[src/hdl/gate_pkg.sv]
`default_nettype none

package gate_pkg;

  ////////////////////////////////////////
  // Fixed point format
  ////////////////////////////////////////

  localparam int DATA_W = 16;  // Q8.8 operand
  localparam int FRAC_W = 8;   // Fraction bits
  localparam int ACC_W  = 32;  // Accumulator, wraps on overflow

  localparam logic signed [DATA_W-1:0] FIX_ONE  = 256;  // 1.0
  localparam logic signed [DATA_W-1:0] FIX_HALF = 128;  // 0.5

  ////////////////////////////////////////
  // Term and stage payloads
  ////////////////////////////////////////

  typedef enum logic [1:0] {
    TERM_MAC    = 2'd0,  // acc += a*b
    TERM_BIAS   = 2'd1,  // acc += a
    TERM_FINISH = 2'd2,  // acc += a*b, then emit
    TERM_CLEAR  = 2'd3   // acc = 0, nothing emitted
  } term_kind_t;

  // Input channel word
  typedef struct packed {
    term_kind_t               kind;
    logic signed [DATA_W-1:0] a;
    logic signed [DATA_W-1:0] b;
  } term_t;

  // Decode to execute
  typedef struct packed {
    logic                     clear;   // Zero the sum
    logic                     finish;  // Emit after update
    logic signed [DATA_W-1:0] a;
    logic signed [DATA_W-1:0] b;
  } exec_op_t;

  // Execute to result
  typedef struct packed {
    logic signed [ACC_W-1:0] sum;
    logic                    sat;  // Sum outside 16-bit range
  } pre_act_t;

  // Output channel word
  typedef struct packed {
    logic        [DATA_W-1:0] value;  // 0 .. FIX_ONE
    logic signed [DATA_W-1:0] pre;    // Clipped pre-activation
    logic                     sat;
  } gate_out_t;

endpackage

`default_nettype wire

[src/hdl/logistic_result.sv]
`timescale 1ns/1ps
`default_nettype none

module logistic_result (
  input  logic                CLK,
  input  logic                RST,

  // Pre-activation from execute
  input  logic                pre_valid,
  input  gate_pkg::pre_act_t  pre,
  output logic                pre_ready,

  // Four-phase result output
  output logic                out_req,
  output gate_pkg::gate_out_t out_data,
  input  logic                out_ack
);

  import gate_pkg::*;

  typedef enum logic [1:0] {
    S_IDLE    = 2'd0,  // Handshake fully low
    S_REQ     = 2'd1,  // Req high, waiting for ack
    S_ACK_LOW = 2'd2   // Req dropped, waiting for ack low
  } tx_state_t;

  tx_state_t                state;
  logic signed [DATA_W-1:0] pre_clip;  // Saturated sum
  logic signed [DATA_W-1:0] slope;     // pre/4
  logic signed [DATA_W-1:0] hs;        // Before clamping
  logic        [DATA_W-1:0] value;     // Hard sigmoid
  logic                     take;

  assign pre_ready = (state == S_IDLE);
  assign take      = pre_valid && pre_ready;

  ////////////////////////////////////////
  // Saturation and hard sigmoid
  ////////////////////////////////////////

  always_comb begin
    if (pre.sat) begin
      // Clip toward the sign of the sum
      pre_clip = pre.sum[ACC_W-1] ? {1'b1, {(DATA_W-1){1'b0}}}
                                  : {1'b0, {(DATA_W-1){1'b1}}};
    end else begin
      pre_clip = pre.sum[DATA_W-1:0];
    end
  end

  assign slope = pre_clip >>> 2;    // Slope 1/4
  assign hs    = slope + FIX_HALF;  // Centered on 0.5, cannot overflow

  always_comb begin
    if (hs < 0) begin
      value = '0;
    end else if (hs > FIX_ONE) begin
      value = FIX_ONE;
    end else begin
      value = hs;
    end
  end

  ////////////////////////////////////////
  // Four-phase sender
  ////////////////////////////////////////

  always_ff @(posedge CLK or posedge RST) begin
    if (RST) begin
      state   <= S_IDLE;
      out_req <= 1'b0;
    end else begin
      case (state)
        S_IDLE: begin
          if (take) begin
            out_req <= 1'b1;  // Data registered on the same edge
            state   <= S_REQ;
          end
        end
        S_REQ: begin
          if (out_ack) begin
            out_req <= 1'b0;
            state   <= S_ACK_LOW;
          end
        end
        S_ACK_LOW: if (!out_ack) state <= S_IDLE;
        default:   state <= S_IDLE;
      endcase
    end
  end

  always_ff @(posedge CLK) begin
    if (take) begin
      out_data.value <= value;
      out_data.pre   <= pre_clip;
      out_data.sat   <= pre.sat;
    end
  end

endmodule

`default_nettype wire

[src/hdl/mac_execute.sv]
`timescale 1ns/1ps
`default_nettype none

module mac_execute (
  input  logic               CLK,
  input  logic               RST,

  // Ops from decode
  input  logic               op_valid,
  input  gate_pkg::exec_op_t op,
  output logic               op_ready,

  // Pre-activation to result
  output logic               pre_valid,
  output gate_pkg::pre_act_t pre,
  input  logic               pre_ready
);

  import gate_pkg::*;

  logic signed [ACC_W-1:0]  acc;           // Running sum, Q8.8 in 32 bits
  logic signed [ACC_W-1:0]  product;       // a*b, Q16.16
  logic signed [ACC_W-1:0]  scaled;        // Back to Q8.8
  logic signed [ACC_W-1:0]  acc_next;
  logic        [ACC_W-DATA_W:0] top_bits;  // Sign bits above the 16-bit range
  logic                     out_of_range;
  logic                     fire;          // Op consumed this edge
  logic                     emit;          // Finish consumed this edge

  // Hold off every op while a finished sum is still waiting
  assign op_ready = !pre_valid || pre_ready;
  assign fire     = op_valid && op_ready;
  assign emit     = fire && op.finish;

  ////////////////////////////////////////
  // Datapath
  ////////////////////////////////////////

  assign product  = $signed(op.a) * $signed(op.b);
  assign scaled   = product >>> FRAC_W;                // Arithmetic, keeps sign
  assign acc_next = op.clear ? '0 : acc + scaled;      // Wraps at ACC_W

  // In range only when all bits from bit 15 up agree
  assign top_bits     = acc_next[ACC_W-1:DATA_W-1];
  assign out_of_range = !((&top_bits) || !(|top_bits));

  ////////////////////////////////////////
  // Accumulator
  ////////////////////////////////////////

  always_ff @(posedge CLK or posedge RST) begin
    if (RST) begin
      acc <= '0;
    end else if (fire) begin
      acc <= op.finish ? '0 : acc_next;  // Fresh sum after each finish
    end
  end

  // Result slot
  always_ff @(posedge CLK or posedge RST) begin
    if (RST) begin
      pre_valid <= 1'b0;
    end else if (emit) begin
      pre_valid <= 1'b1;
    end else if (pre_ready) begin
      pre_valid <= 1'b0;
    end
  end

  always_ff @(posedge CLK) begin
    if (emit) begin
      pre.sum <= acc_next;      // Includes the finishing product
      pre.sat <= out_of_range;
    end
  end

endmodule

`default_nettype wire

[src/hdl/output_gate_top.sv]
`timescale 1ns/1ps
`default_nettype none

module output_gate_top (
  input  logic                CLK,
  input  logic                RST,

  // Term input, four-phase
  input  logic                in_req,
  input  gate_pkg::term_t     in_term,
  output logic                in_ack,

  // Gate result, four-phase
  output logic                out_req,
  output gate_pkg::gate_out_t out_data,
  input  logic                out_ack
);

  import gate_pkg::*;

  ////////////////////////////////////////
  // Stage links
  ////////////////////////////////////////

  logic     dec_valid;  // Decode to op register
  logic     dec_ready;
  exec_op_t dec_op;

  logic     exe_valid;  // Op register to execute
  logic     exe_ready;
  exec_op_t exe_op;

  logic     acc_valid;  // Execute to pre register
  logic     acc_ready;
  pre_act_t acc_pre;

  logic     res_valid;  // Pre register to result
  logic     res_ready;
  pre_act_t res_pre;

  term_decode u_decode (
    .CLK      (CLK),
    .RST      (RST),
    .in_req   (in_req),
    .in_term  (in_term),
    .in_ack   (in_ack),
    .op_valid (dec_valid),
    .op       (dec_op),
    .op_ready (dec_ready)
  );

  stage_reg #(.payload_t(exec_op_t)) u_op_reg (
    .CLK       (CLK),
    .RST       (RST),
    .in_valid  (dec_valid),
    .in_data   (dec_op),
    .in_ready  (dec_ready),
    .out_valid (exe_valid),
    .out_data  (exe_op),
    .out_ready (exe_ready)
  );

  mac_execute u_execute (
    .CLK       (CLK),
    .RST       (RST),
    .op_valid  (exe_valid),
    .op        (exe_op),
    .op_ready  (exe_ready),
    .pre_valid (acc_valid),
    .pre       (acc_pre),
    .pre_ready (acc_ready)
  );

  stage_reg #(.payload_t(pre_act_t)) u_pre_reg (
    .CLK       (CLK),
    .RST       (RST),
    .in_valid  (acc_valid),
    .in_data   (acc_pre),
    .in_ready  (acc_ready),
    .out_valid (res_valid),
    .out_data  (res_pre),
    .out_ready (res_ready)
  );

  logistic_result u_result (
    .CLK       (CLK),
    .RST       (RST),
    .pre_valid (res_valid),
    .pre       (res_pre),
    .pre_ready (res_ready),
    .out_req   (out_req),
    .out_data  (out_data),
    .out_ack   (out_ack)
  );

endmodule

`default_nettype wire

[src/hdl/stage_reg.sv]
`timescale 1ns/1ps
`default_nettype none

module stage_reg #(
  parameter type payload_t = logic
) (
  input  logic     CLK,
  input  logic     RST,

  // Upstream side
  input  logic     in_valid,
  input  payload_t in_data,
  output logic     in_ready,

  // Downstream side
  output logic     out_valid,
  output payload_t out_data,
  input  logic     out_ready
);

  logic     valid_q;  // Entry occupied
  payload_t data_q;   // Held item

  // Free slot, or the held item leaves this edge
  assign in_ready  = !valid_q || out_ready;

  assign out_valid = valid_q;
  assign out_data  = data_q;

  ////////////////////////////////////////
  // Occupancy
  ////////////////////////////////////////

  always_ff @(posedge CLK or posedge RST) begin
    if (RST) begin
      valid_q <= 1'b0;
    end else if (in_ready) begin
      valid_q <= in_valid;  // Refill or drain
    end
  end

  ////////////////////////////////////////
  // Payload
  ////////////////////////////////////////

  always_ff @(posedge CLK) begin
    if (in_valid && in_ready) begin
      data_q <= in_data;  // Capture on transfer only
    end
  end

endmodule

`default_nettype wire

[src/hdl/term_decode.sv]
`timescale 1ns/1ps
`default_nettype none

module term_decode (
  input  logic               CLK,
  input  logic               RST,

  // Four-phase term input
  input  logic               in_req,
  input  gate_pkg::term_t    in_term,
  output logic               in_ack,

  // Uniform op to execute
  output logic               op_valid,
  output gate_pkg::exec_op_t op,
  input  logic               op_ready
);

  import gate_pkg::*;

  typedef enum logic [1:0] {
    S_IDLE     = 2'd0,  // Waiting for req
    S_ACKED    = 2'd1,  // Ack high, waiting for req low
    S_WAIT_LOW = 2'd2   // Ack just dropped
  } rx_state_t;

  rx_state_t state;
  exec_op_t  op_next;    // Decoded term
  logic      slot_free;  // Output slot can take a new op
  logic      capture;    // Accept the term this edge

  assign slot_free = !op_valid || op_ready;
  assign capture   = (state == S_IDLE) && in_req && slot_free;

  ////////////////////////////////////////
  // Term to MAC op mapping
  ////////////////////////////////////////

  always_comb begin
    op_next.clear  = 1'b0;
    op_next.finish = 1'b0;
    op_next.a      = in_term.a;
    op_next.b      = in_term.b;
    case (in_term.kind)
      TERM_BIAS:   op_next.b      = FIX_ONE;  // a*1.0 passes a through
      TERM_FINISH: op_next.finish = 1'b1;
      TERM_CLEAR: begin
        op_next.clear = 1'b1;
        op_next.a     = '0;  // Product stays zero
        op_next.b     = '0;
      end
      default: ;  // Plain MAC
    endcase
  end

  ////////////////////////////////////////
  // Four-phase receiver
  ////////////////////////////////////////

  always_ff @(posedge CLK or posedge RST) begin
    if (RST) begin
      state  <= S_IDLE;
      in_ack <= 1'b0;
    end else begin
      case (state)
        S_IDLE: begin
          if (capture) begin
            in_ack <= 1'b1;
            state  <= S_ACKED;
          end
        end
        S_ACKED: begin
          if (!in_req) begin  // Host released
            in_ack <= 1'b0;
            state  <= S_WAIT_LOW;
          end
        end
        S_WAIT_LOW: state <= S_IDLE;  // Return to zero complete
        default:    state <= S_IDLE;
      endcase
    end
  end

  // Output slot
  always_ff @(posedge CLK or posedge RST) begin
    if (RST) begin
      op_valid <= 1'b0;
    end else if (capture) begin
      op_valid <= 1'b1;
    end else if (op_ready) begin
      op_valid <= 1'b0;
    end
  end

  always_ff @(posedge CLK) begin
    if (capture) begin
      op <= op_next;
    end
  end

endmodule

`default_nettype wire

[config.mk]
export PLATFORM = sky130hd
export DESIGN_NAME = output_gate_top
export DESIGN_NICKNAME = d
export VERILOG_FILES = /design/src/hdl/gate_pkg.sv /design/src/hdl/logistic_result.sv /design/src/hdl/mac_execute.sv /design/src/hdl/output_gate_top.sv /design/src/hdl/stage_reg.sv /design/src/hdl/term_decode.sv
export SDC_FILE = /design/constraint.sdc
export NUM_CORES = 1
export LEC_CHECK = 0
export BUFFER_PORTS_ARGS = -buffer_cell sky130_fd_sc_hd__clkbuf_2
export CORE_ASPECT_RATIO = 0.5
export CORE_MARGIN = 2
export CORE_UTILIZATION = 60
export CTS_CLUSTER_DIAMETER = 50
export DETAILED_ROUTE_END_ITERATION = 7
export PLACE_DENSITY = 0.87
export SYNTH_ARGS = -nofsm -noshare
export SYNTH_HDL_FRONTEND = slang
export SYNTH_HIERARCHICAL = 1
export SYNTH_SLANG_ARGS = --single-unit
[constraint.sdc]
create_clock -name CLK -period 21.7 [get_ports CLK]
set_input_delay 2.17 -clock CLK [delete_from_list [all_inputs] [get_ports CLK]]
set_output_delay 2.17 -clock CLK [all_outputs]
set_load 0.02 [all_outputs]
=== After elaboration in Yosys (flattened, before gate mapping) ===
Cells that the tools add are included.

* Word-level logic and storage cells: 97
* Register bits: 208
* Output and inout port bits: 35
* Bits of input ports: 38

* Reductions and logical operators: 31
* $add $sub $neg: 2
* Equal/unequal tests: 11
* Multiply operators: 1
* Muxes and demuxes: 25
* Magnitude comparators: 2

{| class="wikitable"
|+ Operators with widths
! cell !! count
|-
| $mux 32 || 2
|-
| $add 32x32->32 || 1
|-
| $mul 16x16->32 || 1
|-
| $mux 16 || 2
|-
| $pmux 16 s2 || 1
|-
| $reduce_and 17->1 || 1
|-
| $reduce_or 17->1 || 1
|-
| $add 14x9->15 const B || 1
|-
| $gt 15x10->1 const B || 1
|-
| $lt 15x1->1 const B || 1
|-
| $mux 1 || 10
|-
| $mux 2 || 5
|-
| $mux 9 || 1
|-
| $reduce_and 3->1 || 3
|-
| $reduce_bool 2->1 || 4
|-
| $logic_and 1x1->1 || 7
|-
| $eq 2x1->1 const B || 3
|-
| $eq 2x2->1 const B || 3
|-
| $logic_not 1->1 || 6
|-
| $ne 2x2->1 const B || 3
|-
| $pmux 2 s3 || 1
|-
| $logic_or 1x1->1 || 5
|-
| $logic_not 2->1 || 2
|-
| $ne 2x1->1 const B || 2
|-
| 4 further kinds || 5
|}

=== Longest topological paths before layout ===
Gate-level depths: netlist of the first run.

* Depth after elaboration: 8
* Depth in mapped cells: 36
* Gate-level depth less buffers: 34

=== Cells and area by module ===
Netlist of the first run, hierarchy kept.

{| class="wikitable"
|+ By module, submodules not included
! module !! sequential area each (um2) !! cells an instance !! times used !! area each (um2)
|-
| mac_execute || 1816.7 || 1453 || 1 || 13599.3
|-
| logistic_result || 1036.0 || 126 || 1 || 1609.0
|-
| term_decode || 1121.1 || 87 || 1 || 1456.4
|-
| stage_reg (u_op_reg) || 1046.0 || 39 || 1 || 1078.5
|-
| stage_reg (u_pre_reg) || 1016.0 || 38 || 1 || 1048.5
|}

=== Worst setup path after synthesis of the first run ===
Ideal clock, no wire load.

* Path kind: flip-flop to flip-flop
* Start point: reg u_op_reg.data_q (netlist bit u_op_reg/out_data[1])
* End point: reg u_execute/pre[0] (netlist bit) (data pin)
* Arrival time: 7996 ps
* Required time: 21439 ps
* Period minus slack after synthesis: 8258 ps
* Path buffers: 2
* Setup time: 261 ps
* Setup slack: 13442 ps
* Stages on the path, launching flop included: 35
* Cell sequence: edfxtp_1 > clkbuf_1 > nand2_1 > fa_1 > fa_1 > fa_1 > inv_1 > fa_1 > fa_1 > inv_1 > fa_1 > inv_1 > ha_1 > a21oi_1 > o211ai_1 > a21oi_1 > a21boi_0 > o21ai_0 > nand2b_1 > a21oi_1 > o21ai_0 > o21ai_0 > a21oi_1 > ha_1 > or2_2 > a21oi_1 > a21oi_1 > a211o_1 > buf_4 > a21oi_1 > o21bai_1 > xnor2_1 > or4_1 > nor4_2 > a21oi_1

* Longest elaborated chain between the ends: 7
* Elaborated cells between the ends (all ways): 8
* Classes of those cells: add/sub: 1; mul: 1; mux: 1; reduce/logical: 5

{| class="wikitable"
|+ Ends and longest elaborated chain
! what !! RTL line !! text
|-
| start: declaration || stage_reg.sv:22 || <nowiki>payload_t data_q;</nowiki>
|-
| start signal: assignment || stage_reg.sv:48 || <nowiki>data_q <= in_data;</nowiki>
|-
| $mul 16x16->32 * || mac_execute.sv:39 || <nowiki>assign product = $signed(op.a) * $signed(op.b);</nowiki>
|-
| $add 32x32->32 * || mac_execute.sv:41 || <nowiki>assign acc_next = op.clear ? '0 : acc + scaled;</nowiki>
|-
| $mux 32 * || mac_execute.sv:41 ||
|-
| $reduce_or 17->1 || mac_execute.sv:45 || <nowiki>assign out_of_range = !((&top_bits) || !(|top_bits));</nowiki>
|-
| $logic_not 1->1 || mac_execute.sv:45 ||
|-
| $logic_or 1x1->1 * || mac_execute.sv:45 ||
|-
| $logic_not 1->1 * || mac_execute.sv:45 ||
|-
| named net u_execute.out_of_range || mac_execute.sv:26 || <nowiki>logic out_of_range;</nowiki>
|-
| end: declaration || mac_execute.sv:15 || <nowiki>output gate_pkg::pre_act_t pre,</nowiki>
|}

Mark *: on every way through the listed nets, which the timed path passes. The rest lies on a longest branch.
A chain may end at the register's enable or synchronous reset.

=== Worst setup path after layout of the first run ===
* Start point: reg u_op_reg.data_q (netlist bit u_op_reg/out_data[4])
* End point: reg u_execute/pre[0] (netlist bit) (data pin)

Same word-level chain as after synthesis.

==> run metrics, run 1 <==
largest net degree at the start of global routing=42; Pre-antenna DRT Iters=6; Req. time, crit path=21.91 ns; Setup crit start kind=register; num rows=44; post-synth design cell area=around 18000 µm²; via count=12460; # port buffers=72; max cap viols=0; Worst-path clk slew=0.08 ns; post-detailed-placement half-perimeter wirelength=31370 µm; Data arrival, critical path=approximately 10 ns; setup TNS=0 ns; # diodes=0; final worst-path cycle share=0.4419; Fin. Hold Viols=0; routed length per instance=around 19 µm; Final Util=0.6574; DIE WIDTH=between 200 and 250 µm; Clk Tree Root Cell=clkbuf_16; nets@finish=2167; Starting Density=0.6127; RSZ-0062 raised after global routing=no; GP Congestion=roughly 0.93; vias in the first global route=approximately 13000; CTS H-Tree Depth=4; GRT Util Overall=0.2786; most used cell, CP=a21oi_1; status=finished, final reports clean; r2r setup slk=12.11 ns; first-pass GRT wire length=between 60000 and 70000 µm; Routed Antenna Nets=0; Die Y=126.1 µm; CTS tree=yes; crit path capture type=register; Final min period=9.590 ns; FMAX=104.3 MHz; fraction of layout cells with a size suffix above 1=0.08541; synth warn=6; num ports=73; area grow syn2layout=7.307%; Hold Path Class=register to register; Routed WL=roughly 40000 µm; Slew @ Worst Pin=1.177 ns; Gate Count Post-Synth=around 1700; CTS Buffer Depth=2; initial antenna violation count=0; max_slew headroom=0.2133; CTS Sinks=178; DIE AREA=approximately 31000 µm²; total grt overflow=0; core box area=between 20000 and 30000 µm²; critical path class=register to register; total setup buffers inserted after CTS=0; Iteration-0 DRC Markers=roughly 1100; total CTS buffers=17; worst-path fanout max=16; Clk Latency, worst-skew pair=~0.46 ns; Avg Inst Size Synth=between 10 and 15 µm²; Critical-path top delay cell=edfxtp_1; max-slew violation count=0; DRC=0; Vias/cell=between 5 and 6; endpoints failing setup=0; post-CTS sizing=0; Post-CTS Hold Buffers=0; clock skew=about 0.015 ns; CP max stage delay=0.67 ns
## final timing paths
path | startpoint | end | cells after the start
setup reg to reg | u_op_reg/out_data[4]$_DFFE_PP_ | u_execute/pre[0]$_DFFE_PP_ | 33
hold reg to reg | u_decode/op[12]$_DFFE_PP_ | u_op_reg/out_data[12]$_DFFE_PP_ | 0
hold / removal | u_decode/op[12]$_DFFE_PP_ | u_op_reg/out_data[12]$_DFFE_PP_ | 0
min in group asynchronous | RST | u_pre_reg/out_valid$_DFFE_PP0P_ | 2
setup / recovery | u_op_reg/out_data[4]$_DFFE_PP_ | u_execute/pre[0]$_DFFE_PP_ | 33
max in group asynchronous | RST | u_execute/acc[5]$_DFFE_PP0P_ | 3
## per-layer routing
layer	up-vias	wire length, µm	GRT usage
met4	0	1149	0.1001
met1	6210	16870	0.3742
met5	-	0	0
met2	604	19510	0.4444
li1	5551	-	-
met3	99	3630	0.06948
## area by class of cell
type                            instances  area, µm²
Clock buffer                           18      429.2
Clock inverter                         14      198.9
Fill cell                            2202       9996
Inverter                              325       1220
Multi-Input combinational cell       1155      11300
Sequential cell                       178       5135
Tap cell                              391      489.2
Timing Repair Buffer                   78      405.4
## worst max-delay path: cells and delay by family (launching register included)
kind | cells | cell delay (ns)
xor gates and xnor gates | 1 | 0.18
DFF | 1 | 0.67
AOI/OAI and AO/OA | 14 | 3.09
and+or+nand+nor | 6 | 1.48
buffers and inverters | 4 | 0.22
adders and majority gates | 8 | 3.70
## flip-flops by register name (all words and copies together) (netlist names)
| signal | cells |
|---|---|
| u_execute/pre | 18 |
| u_result/out_req | 1 |
| u_execute/pre_valid | 1 |
| u_result/out_data | 32 |
| u_pre_reg/out_data | 18 |
| u_pre_reg/out_valid | 1 |
| u_decode/state | 2 |
| u_op_reg/out_valid | 1 |
| u_decode/op_valid | 1 |
| u_decode/op | 34 |
| u_decode/in_ack | 1 |
| u_result/state | 2 |
| u_execute/acc | 32 |
| u_op_reg/out_data | 34 |
## cell usage in the layout (no fill, tap or decap), types with 7 or more instances in the layout
cell / instances
o21a_1: 11
fa_1: 262
nor2b_1: 20
a22o_1: 25
xor2_1: 13
nand3_1: 12
inv_1: 325
dfrtp_1: 42
and2_4: 9
nand4_1: 11
nor2_1: 73
a21oi_1: 51
nand2_1: 153
o21ai_0: 55
clkbuf_2: 72
xnor2_1: 36
ha_1: 112
a31oi_1: 9
nor3_1: 25
edfxtp_1: 136
a21o_1: 13
o211ai_1: 9
nand2b_1: 14
nor2b_2: 7
and3_1: 12
and2_1: 135
clkbuf_16: 17
## through the flow
step           hold WS (ns)  instance area (µm²)  worst slack [ns]  std cells
2_1_floorplan        0.4003                17890             13.44       1714
3_3_place_gp         0.4003                18550             12.37       2127
3_5_place_dp         0.4045                18550             12.23       2127
4_1_cts              0.4161                19180             12.23       2159
5_1_grt              0.4204                19180             11.42       2159
6_report             0.4126                19180             12.11       2159
Power of run 1 is left out: the tool's default activity adds up to more than one toggle a clock period on the data nets, which glitch-free logic cannot reach.
==> run 2: changes to the inputs <==
--- a/config.mk
+++ b/config.mk
@@ -5,6 +5,7 @@
 export SDC_FILE = /design/constraint.sdc
 export NUM_CORES = 1
 export LEC_CHECK = 0
+export ABC_AREA = 1
 export BUFFER_PORTS_ARGS = -buffer_cell sky130_fd_sc_hd__clkbuf_2
 export CORE_ASPECT_RATIO = 0.5
 export CORE_MARGIN = 2
==> constraint.sdc (replaced) <==
create_clock -name CLK -period 9.7 [get_ports CLK]
set_input_delay 0.97 -clock CLK [delete_from_list [all_inputs] [get_ports CLK]]
set_output_delay 0.97 -clock CLK [all_outputs]
set_load 0.02 [all_outputs]
==> run 2 against run 1 <==
Wire length is 23% higher. Synthesized area is 10% higher. Worst setup slack worse by 11 ns. Global-route usage is 3.0 points higher. Count of clock-buffer cells in the layout stayed put. Register-to-register slack worse by 11 ns. Clock skew is 0.00082 ns higher. Fmax is 12% higher. Synthesized cell count is 43% higher. Utilization is 0.16 points lower. First-iteration DRC count is 54% higher. Critical path type unchanged. Critical endpoint unchanged. Largest cell class unchanged.
==> run metrics, run 2 <==
Worst Reg-to-Reg Cells=33 (unchanged); FF-to-FF End=u_execute/pre[0]$_DFFE_PP_ (unchanged); r2r setup slk=1.15 ns (was 12.11 ns); via count=15850 (was 12460); most used cell, CP=nand2_1 (was a21oi_1); CTS H-Tree Depth=4 (unchanged); core box area=32000 µm² (was 29180 µm²); Slew @ Worst Pin=1.261 ns (was 1.177 ns); max_slew headroom=0.1596 (was 0.2133); Hold Path Class=input pin to async pin (was register to register); Vias/cell=5.438 (was 5.773); FMAX=117.0 MHz (was 104.3 MHz); Req. time, crit path=9.92 ns (was 21.91 ns); commonest cells after routing, fill and taps aside=nand2_1, inv_1, fa_1, nor2_1, edfxtp_1 (was inv_1, fa_1, nand2_1, edfxtp_1, and2_1); worst path buffer plus inverter count=4 (unchanged); Final Util=0.6558 (was 0.6574); Setup crit start kind=register (unchanged); Clk Latency, worst-skew pair=0.46 ns (about the same); r2r startpoint=u_op_reg/out_data[31]$_DFFE_PP_ (was u_op_reg/out_data[4]$_DFFE_PP_); setup TNS=0 ns (unchanged); worst-path fanout max=16 (unchanged); Clk Tree Root Cell=clkbuf_16 (unchanged); Routed WL=50770 µm (was 41160 µm); largest net degree at the start of global routing=36 (was 42); Iteration-0 DRC Markers=1743 (was 1129); Post-CTS Hold Buffers=0 (unchanged); vias in the first global route=16330 (was 13070); GP Congestion=1.034 (was 0.9346); initial antenna violation count=0 (unchanged); Top Registers=u_decode/op (34), u_op_reg/out_data (34) (unchanged); CP max stage delay=0.93 ns (was 0.67 ns); Die Y=132.2 µm (was 126.1 µm); setup ws final=1.153 ns (was 12.11 ns); final worst-path cycle share=0.8812 (was 0.4419); clock skew=0.01535 ns (was 0.01453 ns); num ports=73 (unchanged); area grow syn2layout=6.441% (was 7.307%); Critical-path top delay cell=fa_1 (was edfxtp_1); nets@finish=2882 (was 2167); max-slew violation count=0 (unchanged); commonest non-fill, non-tap cell in the layout=nand2_1 (was inv_1); post-CTS sizing=0 (unchanged); crit path capture type=register (unchanged); Pre-antenna DRT Iters=6 (unchanged); CTS Buffer Depth=2 (unchanged); Final min period=8.547 ns (was 9.590 ns); max cap viols=0 (unchanged); Routed Antenna Nets=0 (unchanged); Avg Inst Size Synth=8.090 µm² (was 10.46 µm²); dpl ws=1.384 ns (was 12.23 ns); post-detailed-placement half-perimeter wirelength=39100 µm (was 31370 µm); critical path class=register to register (unchanged); CTS Sinks=178 (unchanged); Starting Density=0.6161 (was 0.6127); endpoints failing setup=0 (unchanged); Data arrival, critical path=8.77 ns (was 9.80 ns); post-synth design cell area=19720 µm² (was 17880 µm²); synth warn=6 (unchanged); total CTS buffers=17 (unchanged); Crit path max-delay family=adder cells (unchanged); Gate Count Post-Synth=2437 (was 1709); routed length per instance=17.42 µm (was 19.06 µm); # port buffers=72 (unchanged); num rows=46 (was 44); fraction of layout cells with a size suffix above 1=0.07531 (was 0.08541); first-pass GRT wire length=82700 µm (was 66660 µm); # diodes=0 (unchanged); DIE AREA=34410 µm² (was 31270 µm²); total setup buffers inserted after CTS=0 (unchanged); fill count=2473 (was 2202); total grt overflow=0 (unchanged); CTS tree=yes (unchanged); Worst-path clk slew=0.08 ns (about the same); Fin. Hold Viols=0 (unchanged); RSZ-0062 raised after global routing=no (unchanged); DRC=0 (unchanged); DIE WIDTH=260.4 µm (was 248.1 µm); status=finished, final reports clean (unchanged); GRT Util Overall=0.3088 (was 0.2786)
## run 2: worst max-delay path by stage
stage                                    startpoint                         end  slack, ns  cells after the start
global route        u_op_reg/out_data[31]$_DFFE_PP_  u_execute/pre[0]$_DFFE_PP_       0.61                     33
detailed placement   u_op_reg/out_data[4]$_DFFE_PP_  u_execute/pre[0]$_DFFE_PP_       1.38                     33
CTS                 u_op_reg/out_data[31]$_DFFE_PP_  u_execute/pre[0]$_DFFE_PP_       1.29                     33
finish              u_op_reg/out_data[31]$_DFFE_PP_  u_execute/pre[0]$_DFFE_PP_       1.15                     33
global placement     u_op_reg/out_data[1]$_DFFE_PP_  u_execute/pre[0]$_DFFE_PP_       1.40                     33
floorplan           u_op_reg/out_data[31]$_DFFE_PP_  u_execute/pre[0]$_DFFE_PP_       2.46                     36
## run 2: per-layer routing
layer	routed length [µm]	vias up	track usage
met4	1942	0	0.1171
met5	0	-	0
li1	-	7265	-
met2	23830	839	0.5025
met3	4827	156	0.06959
met1	20170	7593	0.4068
## run 2: cell type report
cell class	count	area, µm²	share of cell area
tap	432	540.5	0.02576
clock inverter	14	165.2	0.007870
clock buffer	18	429.2	0.02045
multi-input combinational	1542	11850	0.5646
inverter	652	2455	0.1170
timing repair buffer	79	412.9	0.01967
sequential	178	5135	0.2447
## run 2: per-stage QoR
stage / hold WS [ns] / std cells / area, µm²
after floorplan: 0.4003 / 2442 / 19740
after global placement: 0.4007 / 2883 / 20390
after detailed placement: 0.4045 / 2883 / 20390
after CTS: 0.3778 / 2915 / 20990
after global routing: 0.3857 / 2915 / 20990
final: 0.3827 / 2915 / 20990
Power of run 2 is left out for the same reason.
==> run 3: changes to the inputs <==
--- a/config.mk
+++ b/config.mk
@@ -5,7 +5,6 @@
 export SDC_FILE = /design/constraint.sdc
 export NUM_CORES = 1
 export LEC_CHECK = 0
-export ABC_AREA = 1
 export BUFFER_PORTS_ARGS = -buffer_cell sky130_fd_sc_hd__clkbuf_2
 export CORE_ASPECT_RATIO = 0.5
 export CORE_MARGIN = 2
==> run 3 against run 2 <==
Register-to-register slack worse by 0.66 ns. Critical path depth up 1. Global-route usage shrank 2.8 points. Utilization rose by 1.1 points. Highest routed layer unchanged. Final cell count decreased by 25%.
==> run metrics, run 3 (synthesis gave the netlist of run 1 again) <==
Worst Reg-to-Reg Cells=34 (was 33); Top Registers=u_decode/op (34), u_op_reg/out_data (34) (unchanged); Setup crit start kind=register (unchanged); critical path class=register to register (unchanged); post-detailed-placement half-perimeter wirelength=31590 µm (was 39100 µm); Crit path max-delay family=adder cells (unchanged); setup ws final=0.4884 ns (was 1.153 ns); Die Y=126.1 µm (was 132.2 µm); DIE WIDTH=248.1 µm (was 260.4 µm); Vias/cell=5.718 (was 5.438); Routed WL=41650 µm (was 50770 µm); first-pass GRT wire length=66700 µm (was 82700 µm); vias in the first global route=12940 (was 16330); # diodes=0 (unchanged); hold depth=0; Routed Antenna Nets=0 (unchanged); Final min period=9.212 ns (was 8.547 ns); total CTS buffers=17 (unchanged); crit path capture type=register (unchanged); GRT Util Overall=0.2804 (was 0.3088); Post-CTS Hold Buffers=0 (unchanged); CTS Sinks=178 (unchanged); Req. time, crit path=9.91 ns (was 9.92 ns); CTS H-Tree Depth=4 (unchanged); clock skew=0.01044 ns (was 0.01535 ns); commonest cells after routing, fill and taps aside=inv_1, fa_1, nand2_1, edfxtp_1, and2_1 (was nand2_1, inv_1, fa_1, nor2_1, edfxtp_1); CTS tree=yes (unchanged); DRC=0 (unchanged); Critical-path top delay cell=edfxtp_1 (was fa_1); Starting Density=0.6127 (was 0.6161); core box area=29180 µm² (was 32000 µm²); Worst-path clk slew=0.08 ns (about the same); Clk Latency, worst-skew pair=0.46 ns (about the same); commonest non-fill, non-tap cell in the layout=inv_1 (was nand2_1); Slew @ Worst Pin=1.181 ns (was 1.261 ns); Data arrival, critical path=9.43 ns (was 8.77 ns); max cap viols=0 (unchanged); via count=12550 (was 15850); max_slew headroom=0.2106 (was 0.1596); endpoints failing setup=0 (unchanged); # port buffers=72 (unchanged); area grow syn2layout=8.826% (was 6.441%); FMAX=108.6 MHz (was 117.0 MHz); GP Congestion=0.9295 (was 1.034); num rows=44 (was 46); num ports=73 (unchanged); cell depth of the worst setup path=34 (was 33); Fin. Hold Viols=0 (unchanged); Iteration-0 DRC Markers=1014 (was 1743); Clk Tree Root Cell=clkbuf_16 (unchanged); max-slew violation count=0 (unchanged); nets@finish=2202 (was 2882); CP max stage delay=0.83 ns (was 0.93 ns); dpl ws=0.4376 ns (was 1.384 ns); initial antenna violation count=0 (unchanged); worst-path fanout max=16 (unchanged); Pre-antenna DRT Iters=6 (unchanged); routed length per instance=18.98 µm (was 17.42 µm); fraction of layout cells with a size suffix above 1=0.1043 (was 0.07531); CTS Buffer Depth=2 (unchanged); largest net degree at the start of global routing=42 (was 36); total grt overflow=0 (unchanged); status=finished, final reports clean (unchanged); Hold Path Class=register to register (was input pin to async pin); final worst-path cycle share=0.9497 (was 0.8812); DIE AREA=31270 µm² (was 34410 µm²); worst path buffer plus inverter count=5 (was 4)
run 3: path summary, 6_finish.rpt:
kind                                                       from                         endpoint  slack [ns]
worst max-delay path            u_op_reg/out_data[20]$_DFFE_PP_       u_execute/pre[0]$_DFFE_PP_        0.49
worst min-delay path              u_decode/op[16]$_SDFFCE_PP0P_  u_op_reg/out_data[16]$_DFFE_PP_        0.41
worst max register to register  u_op_reg/out_data[20]$_DFFE_PP_       u_execute/pre[0]$_DFFE_PP_        0.49
worst min register to register    u_decode/op[16]$_SDFFCE_PP0P_  u_op_reg/out_data[16]$_DFFE_PP_        0.41
max in group asynchronous                                   RST     u_execute/acc[2]$_DFFE_PP0P_        8.41
min in group asynchronous                                   RST  u_pre_reg/out_valid$_DFFE_PP0P_        0.44
run 3: layout make-up:
class                      instances  area [µm²]
clock buffer                      18       429.2
clock inverter                    14       163.9
fill                            2100        9724
inverter                         325        1220
multi-input combinational       1155       11310
sequential                       178        5135
tap                              391       489.2
timing repair buffer             113       705.7
run 3: per-layer routing:
metal | up-vias | routed length, µm | track usage
met5 | - | 0 | 0.007740
met4 | 0 | 1375 | 0.1082
met3 | 101 | 3852 | 0.08014
met2 | 586 | 19400 | 0.4390
met1 | 6249 | 17020 | 0.3730
li1 | 5610 | - | -
run 3: metrics by stage:
stage / TNS (ns) / hold WS, ns / instance area [µm²] / utilization / cells
global route: -0.02259 / 0.4250 / 19450 / 0.6667 / 2194
global placement: 0 / 0.4004 / 18620 / 0.6382 / 2136
detailed placement: 0 / 0.4045 / 18620 / 0.6382 / 2136
floorplan: 0 / 0.4003 / 17890 / - / 1714
CTS: 0 / 0.4155 / 19210 / 0.6585 / 2168
finish: 0 / 0.4142 / 19450 / 0.6667 / 2194
run 3: repair_timing:
| item | in CTS | in global routing |
|---|---|---|
| resized for setup | 0 | 2 |
| endpoints found under the hold margin | 0 | 0 |
| buffers inserted | 0 | 26 |
| endpoints found under the setup margin | 0 | 1 |
Power of run 3 is left out for the same reason.
